===== config.mk =====
export PLATFORM = sky130hd
export DESIGN_NAME = map_table_flat
export DESIGN_NICKNAME = d
export VERILOG_FILES = /design/src/isa_pkg.sv /design/src/rob_pkg.sv /design/src/rob_ifs.sv /design/src/map_table.sv /design/src/flat_wrapper.sv
export SDC_FILE = /design/constraint.sdc
export NUM_CORES = 1
export LEC_CHECK = 0
export ABC_CLOCK_PERIOD_IN_PS = 6580
export BUFFER_PORTS_ARGS = -buffer_cell sky130_fd_sc_hd__buf_2
export CAP_MARGIN = 20
export CORE_MARGIN = 3
export CORE_UTILIZATION = 58
export CTS_CLUSTER_SIZE = 25
export DETAILED_ROUTE_END_ITERATION = 10
export GPL_ROUTABILITY_DRIVEN = 1
export PLACE_DENSITY = 0.87
export SYNTH_ARGS = -nofsm -noshare
export SYNTH_HDL_FRONTEND = slang
export SYNTH_SLANG_ARGS = --single-unit

===== constraint.sdc =====
create_clock -name clk -period 6.58 [get_ports clk]
set_clock_uncertainty 0.2 [all_clocks]
set_input_delay 1.645 -clock clk [delete_from_list [all_inputs] [get_ports clk]]
set_output_delay 1.645 -clock clk [all_outputs]
set_load 0.005 [all_outputs]

===== src/isa_pkg.sv =====
/* isa definitions for the rv64 subset
   major opcodes and the commit-class rules that sort them at retirement */
package isa_pkg;

    localparam int num_xregs = 32;             // integer registers, x0..x31

    typedef logic [6:0] opcode_t;              // major opcode, inst[6:0]

    ////////////////////////////////////////
    // major opcodes
    ////////////////////////////////////////
    localparam opcode_t op_load   = 7'b0000011; // lb .. ld
    localparam opcode_t op_store  = 7'b0100011; // sb .. sd
    localparam opcode_t op_op_imm = 7'b0010011; // addi, slti, shifts by imm
    localparam opcode_t op_op     = 7'b0110011; // reg-reg alu
    localparam opcode_t op_lui    = 7'b0110111;
    localparam opcode_t op_auipc  = 7'b0010111;
    localparam opcode_t op_jal    = 7'b1101111;
    localparam opcode_t op_jalr   = 7'b1100111;
    localparam opcode_t op_branch = 7'b1100011; // beq .. bgeu

    // result goes to the register file at commit
    function automatic logic writes_reg(opcode_t op);
        return (op == op_load)  || (op == op_op_imm) || (op == op_op) ||
               (op == op_lui)   || (op == op_auipc)  || (op == op_jal) ||
               (op == op_jalr);
    endfunction

    // only stores touch memory, the cdb value is the address
    function automatic logic writes_mem(opcode_t op);
        return op == op_store;
    endfunction

    function automatic logic is_branch(opcode_t op);
        return op == op_branch;                 // conditional only, jumps never flush
    endfunction

endpackage


===== src/rob_pkg.sv =====
/* re-order buffer definitions
   buffer depth, tag and pointer widths, register and data types */
package rob_pkg;

    ////////////////////////////////////////
    // sizes
    ////////////////////////////////////////
    localparam int rob_depth = 32;                 // entries in the buffer
    localparam int tag_w     = $clog2(rob_depth);  // 5 bits of entry index
    localparam int areg_w    = 5;                  // architectural register number
    localparam int data_w    = 64;

    typedef logic [tag_w-1:0]  rob_tag_t;   // names one rob entry
    typedef logic [tag_w:0]    rob_ptr_t;   // head/tail, msb is the wrap bit
    typedef logic [areg_w-1:0] areg_t;
    typedef logic [data_w-1:0] data_t;      // result value or store address

    // life of an entry
    //   EMPTY  free slot
    //   BUSY   allocated, waiting for its cdb broadcast
    //   READY  result captured, may retire at the head
    typedef enum logic [1:0] {
        EMPTY,
        BUSY,
        READY
    } entry_state_t;

endpackage


===== src/rob_ifs.sv =====
/* rename and commit buses between the rob and its neighbours
   rename carries new allocations, commit carries the retiring head entry */

////////////////////////////////////////
// rename bus, rob to map table
////////////////////////////////////////
interface rename_if;
    import rob_pkg::*;

    logic     alloc_valid;       // pulse on the allocating edge
    areg_t    alloc_dest;        // architectural destination
    rob_tag_t alloc_tag;         // entry that now produces alloc_dest
    logic     alloc_writes_reg;  // opcode has a register result

    modport source (
        output alloc_valid, alloc_dest, alloc_tag, alloc_writes_reg
    );
    modport sink (
        input  alloc_valid, alloc_dest, alloc_tag, alloc_writes_reg
    );
endinterface

////////////////////////////////////////
// commit bus, rob to map table and regfile
////////////////////////////////////////
interface commit_if;
    import rob_pkg::*;

    logic     commit_valid;      // register-writing entry retires this cycle
    areg_t    commit_dest;
    rob_tag_t commit_tag;        // head entry, lets the map table spot stale renames
    data_t    commit_value;
    logic     flush;             // mispredicted branch retires, drop all younger state

    modport source (
        output commit_valid, commit_dest, commit_tag, commit_value, flush
    );
    modport sink (
        input  commit_valid, commit_dest, commit_tag, commit_value, flush
    );
endinterface


===== src/map_table.sv =====
/* register map table
   maps each architectural register to the rob tag of its newest producer */
module map_table (
    input  logic              clk,
    input  logic              reset,
    rename_if.sink            rename,
    commit_if.sink            commit,
    input  rob_pkg::areg_t    src_reg,
    output logic              src_busy,
    output rob_pkg::rob_tag_t src_tag
);
    import rob_pkg::*;
    import isa_pkg::*;

    logic     busy [num_xregs];   // value still in flight in the rob
    rob_tag_t tag  [num_xregs];   // producer entry while busy

    logic alloc_hit;              // rename of a real destination
    logic commit_hit;             // retiring entry is still the newest producer

    // x0 is hardwired, never renamed
    assign alloc_hit = rename.alloc_valid && rename.alloc_writes_reg &&
                       (rename.alloc_dest != '0);

    // a newer rename of the same register keeps its busy bit
    assign commit_hit = commit.commit_valid && busy[commit.commit_dest] &&
                        (tag[commit.commit_dest] == commit.commit_tag);

    ////////////////////////////////////////
    // busy bits
    ////////////////////////////////////////
    always_ff @(posedge clk) begin
        if (reset || commit.flush) begin
            for (int i = 0; i < num_xregs; i++) begin
                busy[i] <= 1'b0;              // everything architectural again
            end
        end else begin
            if (commit_hit) begin
                busy[commit.commit_dest] <= 1'b0;
            end
            if (alloc_hit) begin
                busy[rename.alloc_dest] <= 1'b1;  // last write wins over the commit clear
            end
        end
    end

    always_ff @(posedge clk) begin
        if (alloc_hit) begin
            tag[rename.alloc_dest] <= rename.alloc_tag;
        end
    end

    // source lookup for the operand read
    assign src_busy = busy[src_reg];
    assign src_tag  = tag[src_reg];

endmodule


===== src/flat_wrapper.sv =====
// flat-port wrapper written by rule: the top's interface ports become plain ports
module map_table_flat import rob_pkg::*; import isa_pkg::*;
  (clk, reset, src_reg, src_busy, src_tag, rename_alloc_valid, rename_alloc_dest, rename_alloc_tag, rename_alloc_writes_reg, commit_commit_valid, commit_commit_dest, commit_commit_tag, commit_commit_value, commit_flush);
  rename_if rename_i ();
  commit_if commit_i ();
  input  logic clk;
  input  logic reset;
  input  rob_pkg::areg_t src_reg;
  output logic src_busy;
  output rob_pkg::rob_tag_t src_tag;
  input wire logic [$bits(rename_i.alloc_valid)-1:0] rename_alloc_valid;
  input wire logic [$bits(rename_i.alloc_dest)-1:0] rename_alloc_dest;
  input wire logic [$bits(rename_i.alloc_tag)-1:0] rename_alloc_tag;
  input wire logic [$bits(rename_i.alloc_writes_reg)-1:0] rename_alloc_writes_reg;
  input wire logic [$bits(commit_i.commit_valid)-1:0] commit_commit_valid;
  input wire logic [$bits(commit_i.commit_dest)-1:0] commit_commit_dest;
  input wire logic [$bits(commit_i.commit_tag)-1:0] commit_commit_tag;
  input wire logic [$bits(commit_i.commit_value)-1:0] commit_commit_value;
  input wire logic [$bits(commit_i.flush)-1:0] commit_flush;
  assign rename_i.alloc_valid = rename_alloc_valid;
  assign rename_i.alloc_dest = rename_alloc_dest;
  assign rename_i.alloc_tag = rename_alloc_tag;
  assign rename_i.alloc_writes_reg = rename_alloc_writes_reg;
  assign commit_i.commit_valid = commit_commit_valid;
  assign commit_i.commit_dest = commit_commit_dest;
  assign commit_i.commit_tag = commit_commit_tag;
  assign commit_i.commit_value = commit_commit_value;
  assign commit_i.flush = commit_flush;
  map_table u_core (.clk(clk), .reset(reset), .rename(rename_i), .commit(commit_i), .src_reg(src_reg), .src_busy(src_busy), .src_tag(src_tag));
endmodule

==> results.md <==
* Final hold violation count at 0
* Worst setup path start: src_reg[0]
* Total global-route track usage at 0.2817
* Initial DRC count at approximately 960
* Status: complete, no violations
* Max-Cap Viols at 0
* # setup viols final at 0
* Port bufs at 36
* Area after DPL at around 0.01 mm²
* Fin crit period at 5.702 ns
* Final net count at ~770
* Number of top-level pins at a little over 100
* HP Class: reg2reg
* Leakage at 0.003808 µW
* Synth Flop Type: edfxtp_1
* Core area at 0.01612 mm²
* Hold Path Origin: u_core.busy[0]
* Synth area leader: edfxtp_1
* Starting density of the core at 0.6029
* Worst-path clk slew at 0.06 ns
* WP data required at around 4.7 ns
* Post-CTS Setup Bufs at 0
* Mean Syn Cell Area at 15.09 µm²
* Ant diodes at 0
* Wire per inst at approximately 28 µm
* Async SR Flop Fraction at 0
* Maximum number of pins on one net before global-route repair at 71
* Initial antenna violation count at 0
* Critical Path Start Type: primary input
* Max layer used: met4
* Design area at approximately 0.010 mm²
* Flop and latch count out of synthesis at 192
* Register area share after synthesis at 0.5605
* First-pass GRT wire length at roughly 38 mm
* Final Wtd Congestion at around 1.0
* EDFF count, synth at between 150 and 200
* Synthesis-to-finish area growth at 8.036%
* R2r setup slk at approximately 3.3 ns
* Setup tns final at 0 ns
* Crit path max fanout at 25
* Period utilisation layout at 0.8665
* Maximum vdd drop at around 0.00021 V
* Yosys warnings at 0
* Post-Synthesis Cells at roughly 640
* RSZ-0062 raised after global routing: false
* Max_slew headroom at 0.4482
* Count of cell types in the netlist at 48
* Post-synth top area share at 0.4945
* Achievable Freq at 0.1754 GHz
* DRT Pass-1 Iters at 5
* Routed Antenna Nets at 0
* FILL cells at roughly 1.1k
* Wire length on met2 at between 10 and 15 mm
* Chip height at ~140 µm
* Vias per Instance at 7.170
* HPWL after DPL at around 17 mm
* Mapped Area at around 0.01 mm²
* TritonCTS buffer count at 17
* Hold-fix buffers, CTS at 0
* Vias in the first global route at roughly 6.4k
* Cell Rows at 46
* Top cells by area, synth: edfxtp_1 (49%), mux4_2 (16%), mux2i_1 (8.4%)
* Total Power at 2479 µW
* Post_cts resized at 0
* Htree depth at 4
* Vias after detailed routing at about 6.5k
* Worst R2R Start: u_core.tag[17][3]
* Arr. time, crit path at 3.86 ns
* Global route overflow at 0
* WHS at about 0.3 ns
* Fin. max-slew vios at 0
* Clock sinks at about 190
* Wire length on met3 at about 2.8 mm
* CTS root buffer: clkbuf_16
* Final setup margin at a little under 0.9 ns
* Least-Margin Pin Slew at about 0.83 ns
* Final WL at around 25 mm
* CTS Buffer Depth at 2
* Drt drc at 0
* Share of cells above drive strength 1 at 0.2398
* Total die area at between 0.015 and 0.02 mm²
* Clk_lat worst skew at ~0.43 ns
* Pre-CTS setup slack at 0.8477 ns
* CTS tree: yes
* Setup Crit Path Kind: in2out
* Wl on met1 at just over 9 mm
* Die Wd at about 140 µm
* Setup crit end kind: primary output
* PD cells at about 240 mW/mm²
## Yosys cell counts (4+ instances only)
cell type	n
o21ai_0	32
dfxtp_1	32
clkbuf_1	11
mux4_2	67
buf_6	10
nor4_1	7
nor3_1	4
o22ai_1	40
nand4b_1	4
a31oi_1	32
buf_1	7
a21oi_1	4
buf_2	5
inv_1	33
nand2b_1	4
or4b_4	4
mux2i_1	82
edfxtp_1	160
nand4bb_1	6
nand2_1	36
nor2_1	13
mux2_2	7
## per-layer routing
metal,up-vias,global-route usage
met5,-,0
met3,80,0.06909
met2,503,0.4452
met4,0,0.1058
met1,3200,0.3845
li1,2670,-
## worst max-delay path, cell delays in order
cell and delay [ns]:
buf_4 0.43, buf_4 0.28, mux4_2 0.55, mux4_2 0.50, mux2_2 0.28, buf_2 0.12
## final timing paths
path                      to  cells past startpoint
max reg2reg  u_core.busy[19]                      7
min reg2reg   u_core.busy[0]                      2
max               src_tag[3]                      6
min           u_core.busy[0]                      2
## layout by cell type, fill, tap and decap left out, types with 3 or more instances in the layout
master and count:
nand2b_1 4, edfxtp_1 160, nor2_1 13, nand2_1 36, o21ai_0 32, nor4_4 3
buf_4 8, inv_1 33, a21oi_1 4, nand3_1 3, or4b_4 4, nor3_1 4
mux2_2 7, dfxtp_1 32, conb_1 5, clkinv_2 4, nor4_1 7, nand4b_1 4
o22ai_1 40, nand4bb_1 6, clkinv_1 6, mux4_2 67, clkbuf_16 17, or2_2 3
mux2i_1 82, clkbuf_1 4, a31oi_1 32, buf_2 34, nor4_2 3
## logic make-up (layout without fill, tap and decap cells)
family / after synthesis / in the layout / share of synthesized area
AND/OR/NAND/NOR: 107 / 107 / 0.07392
flip-flops: 192 / 192 / 0.5605
AO/OA/AOI/OAI: 115 / 115 / 0.07418
buffers and inverters: 73 / 109 / 0.04314
other: 1 / 5 / 0.0003860
multiplexers: 156 / 156 / 0.2479
## flip-flops by register name, indices dropped and copies added (netlist names)
name         count
u_core.tag     160
u_core.busy     32
## through the flow
stage	cells	util
2_1_floorplan	648	-
3_3_place_gp	867	0.6178
3_5_place_dp	867	0.6178
4_1_cts	899	0.6496
5_1_grt	900	0.6513
6_report	900	0.6513
## report_power, final
part | internal [µW] | switching, µW
Sequential | 1330 | 4.67
Combinational | 93.4 | 132
Clock | 510 | 414
## final cells by class
cell class	count	area, µm²	share of cell area
tap	216	270.3	0.02575
multi-input combinational	383	3866	0.3683
sequential	192	5445	0.5188
timing repair buffer	44	277.8	0.02646
inverter	33	123.9	0.01180
clock buffer	21	440.4	0.04196
clock inverter	11	72.57	0.006914
No activity file was read; power rests on OpenSTA's default activity.
