==> config.mk <==
export PLATFORM = sky130hd
export DESIGN_NAME = arch_regfile_flat
export DESIGN_NICKNAME = d
export VERILOG_FILES = /design/src/rob_pkg.sv /design/src/rob_ifs.sv /design/src/arch_regfile.sv /design/src/flat_wrapper.sv
export SDC_FILE = /design/constraint.sdc
export NUM_CORES = 2
export LEC_CHECK = 0
export BUFFER_PORTS_ARGS = -buffer_cell sky130_fd_sc_hd__buf_4
export CAP_MARGIN = 20
export CORE_UTILIZATION = 50
export CTS_CLUSTER_DIAMETER = 50
export CTS_CLUSTER_SIZE = 20
export DETAILED_ROUTE_END_ITERATION = 8
export GPL_TIMING_DRIVEN = 0
export HOLD_SLACK_MARGIN = 0.08
export PLACE_DENSITY_LB_ADDON = 0.15
export SETUP_SLACK_MARGIN = 0.5
export SLEW_MARGIN = 0
export SYNTH_ARGS = -nofsm -noshare
export SYNTH_HDL_FRONTEND = slang
export SYNTH_SLANG_ARGS = --single-unit
==> constraint.sdc <==
create_clock -name clk -period 10.07 [get_ports clk]
set_input_delay 3.021 -clock clk [delete_from_list [all_inputs] [get_ports clk]]
set_output_delay 3.021 -clock clk [all_outputs]
set_load 0.02 [all_outputs]
==> src/rob_pkg.sv <==
/* re-order buffer definitions
   buffer depth, tag and pointer widths, register and data types */
package rob_pkg;

    ////////////////////////////////////////
    // sizes
    ////////////////////////////////////////
    localparam int rob_depth = 32;                 // entries in the buffer
    localparam int tag_w     = $clog2(rob_depth);  // 5 bits of entry index
    localparam int areg_w    = 5;                  // architectural register number
    localparam int data_w    = 64;

    typedef logic [tag_w-1:0]  rob_tag_t;   // names one rob entry
    typedef logic [tag_w:0]    rob_ptr_t;   // head/tail, msb is the wrap bit
    typedef logic [areg_w-1:0] areg_t;
    typedef logic [data_w-1:0] data_t;      // result value or store address

    // life of an entry
    //   EMPTY  free slot
    //   BUSY   allocated, waiting for its cdb broadcast
    //   READY  result captured, may retire at the head
    typedef enum logic [1:0] {
        EMPTY,
        BUSY,
        READY
    } entry_state_t;

endpackage

==> src/rob_ifs.sv <==
/* rename and commit buses between the rob and its neighbours
   rename carries new allocations, commit carries the retiring head entry */


////////////////////////////////////////
// commit bus, rob to map table and regfile
////////////////////////////////////////
interface commit_if;
    import rob_pkg::*;

    logic     commit_valid;      // register-writing entry retires this cycle
    areg_t    commit_dest;
    rob_tag_t commit_tag;        // head entry, lets the map table spot stale renames
    data_t    commit_value;
    logic     flush;             // mispredicted branch retires, drop all younger state

    modport source (
        output commit_valid, commit_dest, commit_tag, commit_value, flush
    );
    modport sink (
        input  commit_valid, commit_dest, commit_tag, commit_value, flush
    );
endinterface

==> src/arch_regfile.sv <==
/* architectural register file, 32 x 64
   written by retiring entries, x0 reads as zero */
module arch_regfile (
    input  logic           clk,
    input  logic           reset,
    commit_if.sink         commit,
    input  rob_pkg::areg_t rd_reg,
    output rob_pkg::data_t rd_value
);
    import rob_pkg::*;

    localparam int num_regs = 1 << areg_w;

    data_t regs [num_regs];

    logic wr_en;

    // writes to x0 are dropped, so it stays zero from reset
    assign wr_en = commit.commit_valid && (commit.commit_dest != '0);

    ////////////////////////////////////////
    // commit write port
    ////////////////////////////////////////
    always_ff @(posedge clk) begin
        if (reset) begin
            for (int i = 0; i < num_regs; i++) begin
                regs[i] <= '0;        // committed state starts at zero
            end
        end else if (wr_en) begin
            regs[commit.commit_dest] <= commit.commit_value;
        end
    end

    // read is combinational, sees the new value the cycle after commit
    assign rd_value = regs[rd_reg];

endmodule

==> src/flat_wrapper.sv <==
// flat-port wrapper written by rule: the top's interface ports become plain ports
module arch_regfile_flat import rob_pkg::*;
  (clk, reset, rd_reg, rd_value, commit_commit_valid, commit_commit_dest, commit_commit_tag, commit_commit_value, commit_flush);
  commit_if commit_i ();
  input  logic clk;
  input  logic reset;
  input  rob_pkg::areg_t rd_reg;
  output rob_pkg::data_t rd_value;
  input wire logic [$bits(commit_i.commit_valid)-1:0] commit_commit_valid;
  input wire logic [$bits(commit_i.commit_dest)-1:0] commit_commit_dest;
  input wire logic [$bits(commit_i.commit_tag)-1:0] commit_commit_tag;
  input wire logic [$bits(commit_i.commit_value)-1:0] commit_commit_value;
  input wire logic [$bits(commit_i.flush)-1:0] commit_flush;
  assign commit_i.commit_valid = commit_commit_valid;
  assign commit_i.commit_dest = commit_commit_dest;
  assign commit_i.commit_tag = commit_commit_tag;
  assign commit_i.commit_value = commit_commit_value;
  assign commit_i.flush = commit_flush;
  arch_regfile u_core (.clk(clk), .reset(reset), .commit(commit_i), .rd_reg(rd_reg), .rd_value(rd_value));
endmodule
==> metrics list <==
* DPL Wire Length: approximately 260000 um
- For this configuration, the core starts out at a cell density of 0.504.
- Hold Violations, Final: 0
- Worst hold-check slack: between 2 and 2.5 ns
* FFs w/ async S/R, synth: 0
* Required time at the endpoint of the critical path: roughly 7.1 ns
- The synthesized design contains 2048 register bits.
- In this run the number of H-tree levels came out at 4.
* Antenna violations before repair: 51
- Counting buffers and inverters, the worst setup path is 7 cells deep.
- In the final layout, flip-flops and latches occupy 61500 um2.
- The die is about 430 um wide.
* Number of core rows: between 150 and 200
- The number of buffers and inverters on the critical path is 4.
- Share of final-layout standard cells stronger than drive strength 1: 0.165
- Clock Path Buffers: 3
* Outcome: finished, final reports clean
- After layout, the design draws a total of 19.7 mW.
- The die covers around 190000 um2.
* Hold path depth: 2
* Number of DRC violations after detailed-routing iteration 0: approximately 13000
- Of the synthesized area, sequential elements account for 0.666.
- For this run the aggregate overflow at the end of global routing stands at 0.
- The tree is rooted in a sky130_fd_sc_hd__clkbuf_16.
- Buffers inserted to repair hold after CTS numbered 0.
- Ratio of routed vias to standard cells: a little under 7
- Power spread over the standard cell area amounts to 186 nW/um2.
- FMAX: around 100 MHz
- CTS tree: done
- Wires add up to between 400000 and 500000 um.
* Number of global-route vias before repair: slightly below 60000
- Post-cts gate resize count: 0
- Number of unique standard cell types used by synthesis: 36
* Port-buffer cells: between 100 and 150
* Most frequent cell on the critical path: sky130_fd_sc_hd__buf_2
- For this run, design rule violations remaining after detail routing come to 0.
- Sinks on the clock net: just over 2000
- Largest register FFs: slightly above 2000
- WP data arrival: between 6 and 7 ns
- Among all flip-flop cells after synthesis, the most frequent one is sky130_fd_sc_hd__edfxtp_1.
- The worst hold path begins at commit_commit_value[15].
* EDFF count, synth: 2048
- Synthesis handed over a netlist of 6144 instances.
- In this run the worst hold path is classified as in2reg.
- Synth warnings: 0
- The pre-antenna-repair detailed-routing pass consisted of 9 iterations.
* Startpoint-to-endpoint class of the critical path: in2out
* Worst setup slack after placement: between 0.8 and 0.9 ns
- Per-cell routed wire length: about 44 um
- Critical path's slowest cell: sky130_fd_sc_hd__nor2b_1
- In the final layout, the registers with the most flip-flops are u_core.regs x2048.
- After filler insertion, the fill cell instance count of the layout stands at 14400.
- After layout, the worst setup slack is roughly 0.53 ns.
- The tool flagged a number of max-cap violations equal to 0.
- The first global-routing pass estimated ~530000 um of wire.
* Final GP Congestion: a little under 1
- Slowest stage delay, CP: ~1.0 ns
* Cell Area, Synth: between 90000 and 100000 um2
* Post-Synthesis Mean Instance Area: roughly 15 um2
- Nature of the critical path startpoint: input pin
* Highest ir drop seen on vdd: ~0.00016 V
* Largest reg by FF count: u_core.regs
* Relative slew margins: 0.0416
* Total area of multi-input combinational cells: 28400 um2
* Postcts setup bufs: 0
- All-layer global routing usage: 0.434
* Critical Path, Cell by Cell: buf_2 -> buf_2 -> buf_2 -> nor2b_1 -> nand3_1 -> nand4_1 -> buf_4
- Static leakage: roughly 38 nW
* Setup violators final: 0
- STA classifies the critical path endpoint as an output pin.
- The floorplan step defined a core boundary enclosing roughly 180000 um2.
- Fin crit period: ~9.5 ns
- Max-slew violation total from the final report: 0
- Entering global routing, the biggest net connects 37 pins.
* Residual antenna-violating net count after detailed routing: 0
* Slew of the pin with the lowest slew margin: about 1.4 ns
- In this run the worst path has a maximum fanout of 10.
- Of the available clock period, the critical path in the final layout requires 0.947.
- Category of cells accounting for the largest share of critical-path delay: buffers and inverters
- Setup repair after global routing left no endpoint under its margin.
- TritonCTS created 186 clock buffers.
- Summing over every cut layer, the via total after detailed routing is around 63000.
* Setup Total Neg Slack: 0 ns
- Clock-pin slew was measured on the worst setup and hold paths at around 0.07 ns.
- Compared with the post-synthesis result, the final layout area differs by 15.0%.
- around 150 I/O pins were placed.
- Die boundary height: approximately 430 um
- The net count of the finished layout is roughly 6700.
- End point of the worst hold path: u_core.regs[1][15]$_SDFFCE_PN0P_
## how the worst max path moves through the flow
stage,startpoint,to,slack [ns]
finish,rd_reg[2],rd_value[43],0.53
global placement,rd_reg[1],rd_value[4],-0.84
detailed placement,rd_reg[2],rd_value[55],0.89
floorplan,rd_reg[2],rd_value[45],2.61
CTS,rd_reg[2],rd_value[55],0.89
global route,rd_reg[2],rd_value[55],0.77
## where the power goes
part	switching, mW	leakage, nW	internal (mW)	total [mW]
clock	3.74	3.19	4.08	7.82
sequential	0.127	19.5	9.82	9.95
combinational	1.38	15.5	0.592	1.97
## per-stage QoR
| step | area [um2] | util | instances |
|---|---|---|---|
| after detailed placement | 99400 | 0.542 | 8924 |
| after global placement | 96700 | 0.528 | 8808 |
| final | 106000 | 0.580 | 9331 |
| after global routing | 106000 | 0.579 | 9293 |
| after floorplan | 92600 | - | 6207 |
| after CTS | 106000 | 0.579 | 9276 |
## metal layers
| layer | GRT usage | wire length [um] |
|---|---|---|
| met5 | 0.0286 | 821 |
| met4 | 0.297 | 34700 |
| met3 | 0.189 | 66900 |
| met2 | 0.608 | 168000 |
| met1 | 0.538 | 137000 |
## cell usage after synthesis (2+ instances only)
master / count / share of area
sky130_fd_sc_hd__a21oi_1: 12 / 0.00065
sky130_fd_sc_hd__a22o_1: 11 / 0.0010
sky130_fd_sc_hd__a22oi_1: 349 / 0.028
sky130_fd_sc_hd__a31oi_1: 11 / 0.00074
sky130_fd_sc_hd__a32oi_1: 5 / 0.00047
sky130_fd_sc_hd__and2_1: 1992 / 0.13
sky130_fd_sc_hd__and2b_1: 2 / 0.00016
sky130_fd_sc_hd__and3_1: 2 / 0.00014
sky130_fd_sc_hd__and3b_1: 3 / 0.00028
sky130_fd_sc_hd__buf_1: 5 / 0.00020
sky130_fd_sc_hd__buf_2: 85 / 0.0046
sky130_fd_sc_hd__buf_4: 60 / 0.0049
sky130_fd_sc_hd__buf_6: 21 / 0.0026
sky130_fd_sc_hd__clkbuf_1: 428 / 0.017
sky130_fd_sc_hd__clkbuf_2: 27 / 0.0015
sky130_fd_sc_hd__edfxtp_1: 2048 / 0.67
sky130_fd_sc_hd__mux2i_1: 512 / 0.055
sky130_fd_sc_hd__mux4_2: 256 / 0.062
sky130_fd_sc_hd__nand2_1: 22 / 0.00089
sky130_fd_sc_hd__nand3_1: 127 / 0.0069
sky130_fd_sc_hd__nand3b_1: 3 / 0.00024
sky130_fd_sc_hd__nand4_1: 62 / 0.0042
sky130_fd_sc_hd__nand4bb_1: 2 / 0.00024
sky130_fd_sc_hd__nor2_1: 33 / 0.0013
sky130_fd_sc_hd__nor2_2: 2 / 0.00014
sky130_fd_sc_hd__nor2_4: 6 / 0.00073
sky130_fd_sc_hd__nor2b_1: 16 / 0.0011
sky130_fd_sc_hd__nor3_1: 3 / 0.00016
sky130_fd_sc_hd__or2_2: 32 / 0.0022
## cell type report
class,instances,share of cell area
Sequential cell,2048,0.579
Clock buffer,198,0.0456
Multi-Input combinational cell,3533,0.267
Buffer,626,0.0274
Clock inverter,154,0.0167
Timing Repair Buffer,261,0.0345
Antenna cell,47,0.00111
Tap cell,2464,0.0290
## layout by cell type (no fill, tap or decap), types with 6 or more instances in the layout
master,n
sky130_fd_sc_hd__a21oi_1,12
sky130_fd_sc_hd__a22o_1,11
sky130_fd_sc_hd__a22oi_1,349
sky130_fd_sc_hd__a31oi_1,11
sky130_fd_sc_hd__and2_1,1992
sky130_fd_sc_hd__buf_12,9
sky130_fd_sc_hd__buf_16,61
sky130_fd_sc_hd__buf_2,87
sky130_fd_sc_hd__buf_4,198
sky130_fd_sc_hd__buf_6,27
sky130_fd_sc_hd__buf_8,47
sky130_fd_sc_hd__bufinv_16,16
sky130_fd_sc_hd__clkbuf_1,402
sky130_fd_sc_hd__clkbuf_16,193
sky130_fd_sc_hd__clkbuf_2,57
sky130_fd_sc_hd__clkinv_1,8
sky130_fd_sc_hd__clkinv_2,9
sky130_fd_sc_hd__clkinv_4,18
sky130_fd_sc_hd__clkinv_8,12
sky130_fd_sc_hd__clkinvlp_4,19
sky130_fd_sc_hd__conb_1,64
sky130_fd_sc_hd__diode_2,47
sky130_fd_sc_hd__edfxtp_1,2048
sky130_fd_sc_hd__inv_6,45
sky130_fd_sc_hd__inv_8,23
sky130_fd_sc_hd__mux2i_1,512
sky130_fd_sc_hd__mux4_2,256
sky130_fd_sc_hd__nand2_1,22
sky130_fd_sc_hd__nand3_1,127
sky130_fd_sc_hd__nand4_1,62
sky130_fd_sc_hd__nor2_1,31
sky130_fd_sc_hd__nor2_4,6
sky130_fd_sc_hd__nor2b_1,15
sky130_fd_sc_hd__or2_4,31
## kinds of logic (layout without fill, tap and decap cells)
logic type,after synthesis,after routing,share of synthesized area
mux,768,768,0.118
flops,2048,2048,0.666
compound gates,388,388,0.0313
simple gates,2313,2313,0.154
buf+inv,626,1239,0.0311
other cells,1,111,0.0000406
Power figures use the tool's default switching activity.
