[config.mk]
export PLATFORM = sky130hd
export DESIGN_NAME = rob_flat
export DESIGN_NICKNAME = d
export VERILOG_FILES = /design/src/isa_pkg.sv /design/src/rob_pkg.sv /design/src/rob_ifs.sv /design/src/rob.sv /design/src/flat_wrapper.sv
export SDC_FILE = /design/constraint.sdc
export NUM_CORES = 2
export LEC_CHECK = 0
export BUFFER_PORTS_ARGS = -buffer_cell sky130_fd_sc_hd__buf_2
export CORE_MARGIN = 1
export CORE_UTILIZATION = 45
export CTS_BUF_LIST = sky130_fd_sc_hd__clkbuf_4
export DETAILED_ROUTE_END_ITERATION = 7
export GPL_TIMING_DRIVEN = 0
export PLACE_DENSITY = 0.7
export SYNTH_ARGS = -nofsm -noshare
export SYNTH_HDL_FRONTEND = slang
export SYNTH_SLANG_ARGS = --single-unit
[constraint.sdc]
create_clock -name clk -period 14.8 [get_ports clk]
set_input_delay 0.74 -clock clk [delete_from_list [all_inputs] [get_ports clk]]
set_output_delay 0.74 -clock clk [all_outputs]
set_load 0.01 [all_outputs]
[src/isa_pkg.sv]
/* isa definitions for the rv64 subset
   major opcodes and the commit-class rules that sort them at retirement */
package isa_pkg;

    localparam int num_xregs = 32;             // integer registers, x0..x31

    typedef logic [6:0] opcode_t;              // major opcode, inst[6:0]

    ////////////////////////////////////////
    // major opcodes
    ////////////////////////////////////////
    localparam opcode_t op_load   = 7'b0000011; // lb .. ld
    localparam opcode_t op_store  = 7'b0100011; // sb .. sd
    localparam opcode_t op_op_imm = 7'b0010011; // addi, slti, shifts by imm
    localparam opcode_t op_op     = 7'b0110011; // reg-reg alu
    localparam opcode_t op_lui    = 7'b0110111;
    localparam opcode_t op_auipc  = 7'b0010111;
    localparam opcode_t op_jal    = 7'b1101111;
    localparam opcode_t op_jalr   = 7'b1100111;
    localparam opcode_t op_branch = 7'b1100011; // beq .. bgeu

    // result goes to the register file at commit
    function automatic logic writes_reg(opcode_t op);
        return (op == op_load)  || (op == op_op_imm) || (op == op_op) ||
               (op == op_lui)   || (op == op_auipc)  || (op == op_jal) ||
               (op == op_jalr);
    endfunction

    // only stores touch memory, the cdb value is the address
    function automatic logic writes_mem(opcode_t op);
        return op == op_store;
    endfunction

    function automatic logic is_branch(opcode_t op);
        return op == op_branch;                 // conditional only, jumps never flush
    endfunction

endpackage

[src/rob_pkg.sv]
/* re-order buffer definitions
   buffer depth, tag and pointer widths, register and data types */
package rob_pkg;

    ////////////////////////////////////////
    // sizes
    ////////////////////////////////////////
    localparam int rob_depth = 32;                 // entries in the buffer
    localparam int tag_w     = $clog2(rob_depth);  // 5 bits of entry index
    localparam int areg_w    = 5;                  // architectural register number
    localparam int data_w    = 64;

    typedef logic [tag_w-1:0]  rob_tag_t;   // names one rob entry
    typedef logic [tag_w:0]    rob_ptr_t;   // head/tail, msb is the wrap bit
    typedef logic [areg_w-1:0] areg_t;
    typedef logic [data_w-1:0] data_t;      // result value or store address

    // life of an entry
    //   EMPTY  free slot
    //   BUSY   allocated, waiting for its cdb broadcast
    //   READY  result captured, may retire at the head
    typedef enum logic [1:0] {
        EMPTY,
        BUSY,
        READY
    } entry_state_t;

endpackage

[src/rob_ifs.sv]
/* rename and commit buses between the rob and its neighbours
   rename carries new allocations, commit carries the retiring head entry */

////////////////////////////////////////
// rename bus, rob to map table
////////////////////////////////////////
interface rename_if;
    import rob_pkg::*;

    logic     alloc_valid;       // pulse on the allocating edge
    areg_t    alloc_dest;        // architectural destination
    rob_tag_t alloc_tag;         // entry that now produces alloc_dest
    logic     alloc_writes_reg;  // opcode has a register result

    modport source (
        output alloc_valid, alloc_dest, alloc_tag, alloc_writes_reg
    );
    modport sink (
        input  alloc_valid, alloc_dest, alloc_tag, alloc_writes_reg
    );
endinterface

////////////////////////////////////////
// commit bus, rob to map table and regfile
////////////////////////////////////////
interface commit_if;
    import rob_pkg::*;

    logic     commit_valid;      // register-writing entry retires this cycle
    areg_t    commit_dest;
    rob_tag_t commit_tag;        // head entry, lets the map table spot stale renames
    data_t    commit_value;
    logic     flush;             // mispredicted branch retires, drop all younger state

    modport source (
        output commit_valid, commit_dest, commit_tag, commit_value, flush
    );
    modport sink (
        input  commit_valid, commit_dest, commit_tag, commit_value, flush
    );
endinterface

[src/rob.sv]
/* re-order buffer, 32 entries
   allocates at dispatch, captures cdb results and retires in program order,
   with a four-phase store handshake and a full flush on a mispredicted branch */
module rob (
    input  logic              clk,
    input  logic              reset,
    // dispatch, four-phase
    input  logic              dispatch_req,
    input  isa_pkg::opcode_t  dispatch_opcode,
    input  rob_pkg::areg_t    dispatch_dest,
    output logic              dispatch_ack,
    output rob_pkg::rob_tag_t dispatch_tag,
    // common data bus, single-cycle pulse
    input  logic              cdb_valid,
    input  rob_pkg::rob_tag_t cdb_tag,
    input  rob_pkg::data_t    cdb_value,
    input  logic              cdb_mispredict,
    // store commit, four-phase
    output logic              store_req,
    input  logic              store_ack,
    output rob_pkg::data_t    store_addr,
    // status
    output logic              rob_full,
    output logic              rob_empty,
    output logic              flush_out,
    rename_if.source          rename,
    commit_if.source          commit
);
    import rob_pkg::*;
    import isa_pkg::*;

    // store handshake at the head
    typedef enum logic [1:0] {
        ST_IDLE,      // no store in flight
        ST_REQ,       // req high, waiting for ack
        ST_RELEASE    // req dropped, waiting for ack to fall
    } store_state_t;

    entry_state_t state   [rob_depth];
    opcode_t      op      [rob_depth];
    areg_t        dest    [rob_depth];
    data_t        value   [rob_depth];
    logic         mispred [rob_depth];  // set by the cdb, only meaningful on branches

    rob_ptr_t     head;
    rob_ptr_t     tail;
    rob_tag_t     head_idx;
    rob_tag_t     tail_idx;
    store_state_t st_state;

    logic accept;       // dispatch allocates at this edge
    logic cdb_hit;      // cdb targets a BUSY entry
    logic head_ready;
    logic head_store;   // ready store waiting at the head
    logic flush_now;
    logic retire_now;   // non-store, non-flush retire
    logic store_done;

    ////////////////////////////////////////
    // pointers and head decode
    ////////////////////////////////////////
    assign head_idx  = head[tag_w-1:0];
    assign tail_idx  = tail[tag_w-1:0];
    assign rob_empty = (head == tail);
    assign rob_full  = (head_idx == tail_idx) && (head[tag_w] != tail[tag_w]);

    assign head_ready = (state[head_idx] == READY);        // empty slots never read READY
    assign head_store = head_ready && writes_mem(op[head_idx]);
    assign flush_now  = head_ready && is_branch(op[head_idx]) && mispred[head_idx];
    assign retire_now = head_ready && !head_store && !flush_now;
    assign store_done = (st_state == ST_RELEASE) && !store_ack;

    // hold off dispatch on the flush edge, the new entry would be younger anyway
    assign accept  = dispatch_req && !dispatch_ack && !rob_full && !flush_now;
    assign cdb_hit = cdb_valid && (state[cdb_tag] == BUSY);  // stale tags dropped

    assign store_req = (st_state == ST_REQ);

    // rename side, taken by the map table at the allocating edge
    assign rename.alloc_valid      = accept;
    assign rename.alloc_dest       = dispatch_dest;
    assign rename.alloc_tag        = tail_idx;
    assign rename.alloc_writes_reg = writes_reg(dispatch_opcode);

    // commit side, straight from the head entry
    assign commit.commit_valid = retire_now && writes_reg(op[head_idx]);
    assign commit.commit_dest  = dest[head_idx];
    assign commit.commit_tag   = head_idx;
    assign commit.commit_value = value[head_idx];
    assign commit.flush        = flush_now;

    ////////////////////////////////////////
    // control state
    ////////////////////////////////////////
    always_ff @(posedge clk) begin
        if (reset) begin
            head         <= '0;
            tail         <= '0;
            dispatch_ack <= 1'b0;
            st_state     <= ST_IDLE;
            flush_out    <= 1'b0;
            for (int i = 0; i < rob_depth; i++) begin
                state[i] <= EMPTY;
            end
        end else begin
            flush_out <= flush_now;                // one-cycle pulse after the flush edge

            // dispatch ack, drops one edge after req falls
            if (accept) begin
                dispatch_ack    <= 1'b1;
                state[tail_idx] <= BUSY;
                tail            <= tail + 1'b1;
            end else if (dispatch_ack && !dispatch_req) begin
                dispatch_ack <= 1'b0;
            end

            if (cdb_hit) begin
                state[cdb_tag] <= READY;
            end

            // store handshake
            case (st_state)
                ST_IDLE:    if (head_store) st_state <= ST_REQ;
                ST_REQ:     if (store_ack)  st_state <= ST_RELEASE;
                ST_RELEASE: if (!store_ack) st_state <= ST_IDLE;
                default:    st_state <= ST_IDLE;
            endcase

            // one retire per cycle, a pending store blocks everything behind it
            if (retire_now || store_done) begin
                state[head_idx] <= EMPTY;
                head            <= head + 1'b1;
            end

            // mispredict at the head, discard every entry
            if (flush_now) begin
                for (int i = 0; i < rob_depth; i++) begin
                    state[i] <= EMPTY;
                end
                head <= tail;
            end
        end
    end

    ////////////////////////////////////////
    // entry payload
    ////////////////////////////////////////
    always_ff @(posedge clk) begin
        if (accept) begin
            op[tail_idx]      <= dispatch_opcode;
            dest[tail_idx]    <= dispatch_dest;
            mispred[tail_idx] <= 1'b0;
            dispatch_tag      <= tail_idx;          // held while ack is high
        end
        if (cdb_hit) begin
            value[cdb_tag]   <= cdb_value;
            mispred[cdb_tag] <= cdb_mispredict;
        end
        if ((st_state == ST_IDLE) && head_store) begin
            store_addr <= value[head_idx];          // steady for the whole handshake
        end
    end

endmodule

[src/flat_wrapper.sv]
// flat-port wrapper written by rule: the top's interface ports become plain ports
module rob_flat import rob_pkg::*; import isa_pkg::*;
  (clk, reset, dispatch_req, dispatch_opcode, dispatch_dest, dispatch_ack, dispatch_tag, cdb_valid, cdb_tag, cdb_value, cdb_mispredict, store_req, store_ack, store_addr, rob_full, rob_empty, flush_out, rename_alloc_valid, rename_alloc_dest, rename_alloc_tag, rename_alloc_writes_reg, commit_commit_valid, commit_commit_dest, commit_commit_tag, commit_commit_value, commit_flush);
  rename_if rename_i ();
  commit_if commit_i ();
  input  logic clk;
  input  logic reset;
  input  logic dispatch_req;
  input  isa_pkg::opcode_t dispatch_opcode;
  input  rob_pkg::areg_t dispatch_dest;
  output logic dispatch_ack;
  output rob_pkg::rob_tag_t dispatch_tag;
  input  logic cdb_valid;
  input  rob_pkg::rob_tag_t cdb_tag;
  input  rob_pkg::data_t cdb_value;
  input  logic cdb_mispredict;
  output logic store_req;
  input  logic store_ack;
  output rob_pkg::data_t store_addr;
  output logic rob_full;
  output logic rob_empty;
  output logic flush_out;
  output wire logic [$bits(rename_i.alloc_valid)-1:0] rename_alloc_valid;
  output wire logic [$bits(rename_i.alloc_dest)-1:0] rename_alloc_dest;
  output wire logic [$bits(rename_i.alloc_tag)-1:0] rename_alloc_tag;
  output wire logic [$bits(rename_i.alloc_writes_reg)-1:0] rename_alloc_writes_reg;
  output wire logic [$bits(commit_i.commit_valid)-1:0] commit_commit_valid;
  output wire logic [$bits(commit_i.commit_dest)-1:0] commit_commit_dest;
  output wire logic [$bits(commit_i.commit_tag)-1:0] commit_commit_tag;
  output wire logic [$bits(commit_i.commit_value)-1:0] commit_commit_value;
  output wire logic [$bits(commit_i.flush)-1:0] commit_flush;
  assign rename_alloc_valid = rename_i.alloc_valid;
  assign rename_alloc_dest = rename_i.alloc_dest;
  assign rename_alloc_tag = rename_i.alloc_tag;
  assign rename_alloc_writes_reg = rename_i.alloc_writes_reg;
  assign commit_commit_valid = commit_i.commit_valid;
  assign commit_commit_dest = commit_i.commit_dest;
  assign commit_commit_tag = commit_i.commit_tag;
  assign commit_commit_value = commit_i.commit_value;
  assign commit_flush = commit_i.flush;
  rob u_core (.clk(clk), .reset(reset), .dispatch_req(dispatch_req), .dispatch_opcode(dispatch_opcode), .dispatch_dest(dispatch_dest), .dispatch_ack(dispatch_ack), .dispatch_tag(dispatch_tag), .cdb_valid(cdb_valid), .cdb_tag(cdb_tag), .cdb_value(cdb_value), .cdb_mispredict(cdb_mispredict), .store_req(store_req), .store_ack(store_ack), .store_addr(store_addr), .rob_full(rob_full), .rob_empty(rob_empty), .flush_out(flush_out), .rename(rename_i), .commit(commit_i));
endmodule
==> results by stage <==
Outcome:
- The run finished, with violations left.
- The checks that failed: capacitance limit, slew limit.

Timing:
- The worst setup slack after layout is ~7.0 ns.
- The share of the clock period used by the worst path after layout is about 52%.
- The time the worst path needs with I/O delays and setup is just under 8 ns.
- The total count of hold-check failures in the final report is 0.
- Setup repair after global routing left no endpoint under its margin.
- Timing would allow up to about 130 MHz.
- The worst pin sits at a relative slew slack of -3.10%.
- The worst-margin pin slew is ~1.5 ns.
- The number of pins with negative max-slew slack in the final report was 22.
- In the final timing run, aggregate negative setup slack is 0 ns.
- Setup violations remaining at the end of the flow were counted as 0.
- Between clock sinks in the finished design, the worst skew comes to 0.152 ns.

Min path:
- The tightest min-delay check is of the in2reg type.
- The startpoint identified for the worst hold timing path is dispatch_req.
- The hold-critical path endpoint is u_core.dispatch_ack.
- The cell depth of the worst min-delay path is 4.

Power:
- The share of total power dissipated in the clock network is 41.3%.
- The final total power is ~14 mW.
- Combinational logic burns under 10% of the power.
- Sequential cells account for 56.7% of the total power.
- The areal power density over the cells is 123 nW/um^2.
- Internal power comes to ~11 mW.
- In this run switching power makes up 21.1% of total power.
- In this run the power spent charging and discharging nets is 3.04 mW.
- Across the VDD grid, the largest voltage drop is roughly 82 uV.
- Summed over all cells, the static leakage comes to between 30 and 40 nW.

Setup path:
- The startpoint type of the worst setup path is a flop.
- The largest fanout of any net on the critical path is 10.
- In this run the register-to-register setup slack is approximately 9.0 ns.
- At the worst endpoint, the required time is approximately 14 ns.
- The worst register-to-register path ends at u_core.store_addr[14].
- The critical path class is reg2out.
- The type of element capturing the critical path is an output port.
- The data arrival time of the critical path is roughly 7 ns.
- Counting cells, the worst reg-to-reg path comes to 10.

Route:
- The detail route stage leaves a number of antenna-violating nets equal to 0.
- The routed wire length per instance is ~31 um.
- The pre-antenna-repair detailed-routing pass consisted of 6 iterations.
- The via count is ~54,000.
- After detailed routing, the number of remaining DRC violations is 0.
- The detailed router finished its first iteration with a little under 7,000 violations.
- For this block, the routed nets add up to approximately 280,000 um of wire.
- The vias per cell is 6.01.

CTS:
- The number of clock buffers added by TritonCTS is 664.
- The maximum level of the CTS H-tree is 6.
- CTS placed an instance of sky130_fd_sc_hd__clkbuf_4 at the clock tree root.
- The number of clock sinks is roughly 2,600.
- The total of cells resized after clock tree synthesis is 0.
- After clock tree synthesis, the clock-pin slew on the worst setup and hold paths is 0.06 ns.
- The TritonCTS clock tree is built.
- Counting along the longest clock path gives a buffer depth of 4.
- For the worst-skew pair, the clock arrives at the later sink with an insertion delay of about 1.4 ns.

Synth:
- The biggest area consumer among synthesized cells is sky130_fd_sc_hd__edfxtp_1.
- The cell count after synthesis is between 4,000 and 5,000.
- Counting instances in the post-synthesis netlist gives the leading cell types as 2,533 x sky130_fd_sc_hd__edfxtp_1, 722 x sky130_fd_sc_hd__mux4_2, 135 x sky130_fd_sc_hd__clkbuf_1.
- The mapped cell area is ~100,000 sq um.
- Among all flip-flop cells after synthesis, the most frequent one is sky130_fd_sc_hd__edfxtp_1.
- The post-synthesis area per instance is ~22 sq um.
- Synthesis inferred roughly 2,600 register bits.
- Summed over its instances, the top area cell type makes up between 70% and 80% of the synthesized netlist area.
- The most instantiated library cell after synthesis is sky130_fd_sc_hd__edfxtp_1.
- Yosys printed 0 warnings.
- The distinct cell type count of the synthesized netlist is 80.
- The share of the yosys chip area belonging to registers is 76.8%.
- In the synthesized netlist the async set-or-reset flop fraction comes to 0%.
- In the post-synthesis netlist, the biggest area contributors are sky130_fd_sc_hd__edfxtp_1 75%, sky130_fd_sc_hd__mux4_2 16%, sky130_fd_sc_hd__dfxtp_1 1.7%.
- The post-synthesis net count is 4,603.
- In this run, synthesis inferred ~2,500 flip-flops with an integrated enable.

Floorplan:
- The floorplan has ~170 rows.
- The die covers roughly 230,000 sq um.
- The starting density of the core is between 40 and 50%.
- The die is about 480 um wide.
- The region available for standard cell placement spans 223,000 sq um.
- The y dimension of the die is around 480 um.
- The number of top-level pins is ~250.

Place:
- The HPWL after detailed placement is between 150,000 and 200,000 um.
- The worst setup slack before clock tree synthesis is approximately 8.4 ns.
- At the end of routability-driven placement, the weighted congestion stood at around 0.92.
- During placement, the flow inserted port buffers numbering about 250.
- The area after detailed placement is ~110,000 sq um.

Job:
- The tool flagged a number of max-cap violations equal to 2.

Global route:
- The global-route usage over all layers is between 20% and 30%.
- The initial antenna violation count is 20.
- The final global-route overflow total is 0.
- The via count of the first global-routing pass came to between 50,000 and 60,000.
- Entering global routing, the biggest net connects 50 pins.
- The first global-routing pass estimated 393,000 um of wire.

Final layout:
- Relative to the synthesized area, the layout overhead comes to 15.6%.
- The finished cells cover about 120,000 sq um.
- The net total in the final layout is between 5,000 and 6,000.
- Of the cells placed in the final design, the portion with a size suffix greater than 1 is between 30% and 40%.
==> power groups by stage <==
stage / registers [mW] / clock network, mW / logic, mW
finish: 8.15 / 5.94 / 0.286
detailed placement: 8.31 / 0 / 0.265
floorplan: 8.31 / 0 / 0.0915
CTS: 8.15 / 6.02 / 0.285
global route: 8.15 / 6.39 / 0.303
global placement: 8.31 / 0 / 0.245
==> metrics by stage <==
| stage | cells | hold slack, ns | util, % |
|---|---|---|---|
| after floorplan | 4506 | 0.461 | - |
| after global placement | 7729 | 0.474 | 47.7 |
| after detailed placement | 7816 | 0.485 | 48.6 |
| after CTS | 8975 | 0.0673 | 52.5 |
| after global routing | 8984 | 0.160 | 52.5 |
| final | 8986 | 0.196 | 52.5 |
==> sequential cells by signal, indices dropped and copies added, names as in the netlist, named ones only <==
signal and count:
u_core.dest 160, u_core.dispatch_ack 1, u_core.dispatch_tag 5, u_core.flush_out 1, u_core.head 6, u_core.mispred 32, u_core.op 224, u_core.st_state 2
u_core.state 64, u_core.store_addr 64, u_core.tail 6, u_core.value 2048
==> repair_timing <==
item,CTS,global route
hold buffers,83,0
setup buffers,0,0
hold endpoints to repair,2458,0
==> layer usage <==
layer,vias up,routed length [um],GRT usage (%)
met5,-,61,0
met4,10,9740,9.37
met3,554,27300,5.46
met2,3387,136000,39.3
met1,28355,105000,32.3
li1,21662,-,-
==> placed cells by master (no fill, tap or decap), drive strengths merged, types with 53 or more instances in the layout <==
cell	count
edfxtp	2533
clkbuf	1083
mux4	730
buf	458
nor2	118
nand2	109
clkinv	103
dfxtp	85
dlygate4sd3	83
inv	77
mux2	73
o21ai	54
a21oi	53
==> kinds of logic after synthesis <==
logic type | after synthesis | share of synthesized area [%]
AOI/OAI and AO/OA | 296 | 2.10
xor gates and xnor gates | 12 | 0.104
adders and majority gates | 10 | 0.124
buffers and inverters | 325 | 1.47
DFF | 2618 | 76.8
muxes | 827 | 17.3
and+or+nand+nor | 418 | 2.11
==> critical path, cell delays in order (launching register included) <==
cell,delay [ns]
sky130_fd_sc_hd__dfxtp_1,0.30
sky130_fd_sc_hd__buf_2,0.25
sky130_fd_sc_hd__buf_6,0.20
sky130_fd_sc_hd__clkbuf_1,0.51
sky130_fd_sc_hd__buf_2,0.43
sky130_fd_sc_hd__buf_2,0.58
sky130_fd_sc_hd__clkbuf_1,0.92
sky130_fd_sc_hd__clkbuf_1,0.91
sky130_fd_sc_hd__mux4_2,0.44
sky130_fd_sc_hd__mux4_2,0.54
sky130_fd_sc_hd__mux2_2,0.40
sky130_fd_sc_hd__buf_2,0.19
==> worst max-delay path by stage <==
stage	end
6_report	commit_commit_value[14]
5_1_grt	commit_commit_value[14]
4_1_cts	commit_commit_value[14]
3_5_place_dp	commit_commit_value[14]
3_3_place_gp	u_core.mispred[23]
2_1_floorplan	u_core.mispred[23]
==> cell type report <==
| class | instances | area, sq um |
|---|---|---|
| antenna | 11 | 27.5 |
| tap | 2975 | 3720 |
| buffer | 260 | 1260 |
| fill | 17382 | 106000 |
| clock buffer | 946 | 7100 |
| multi-input combinational | 1563 | 22200 |
| inverter | 65 | 317 |
| sequential | 2618 | 77800 |
| timing repair buffer | 418 | 3830 |
| clock inverter | 130 | 835 |
No activity file was read; power rests on OpenSTA's default activity.
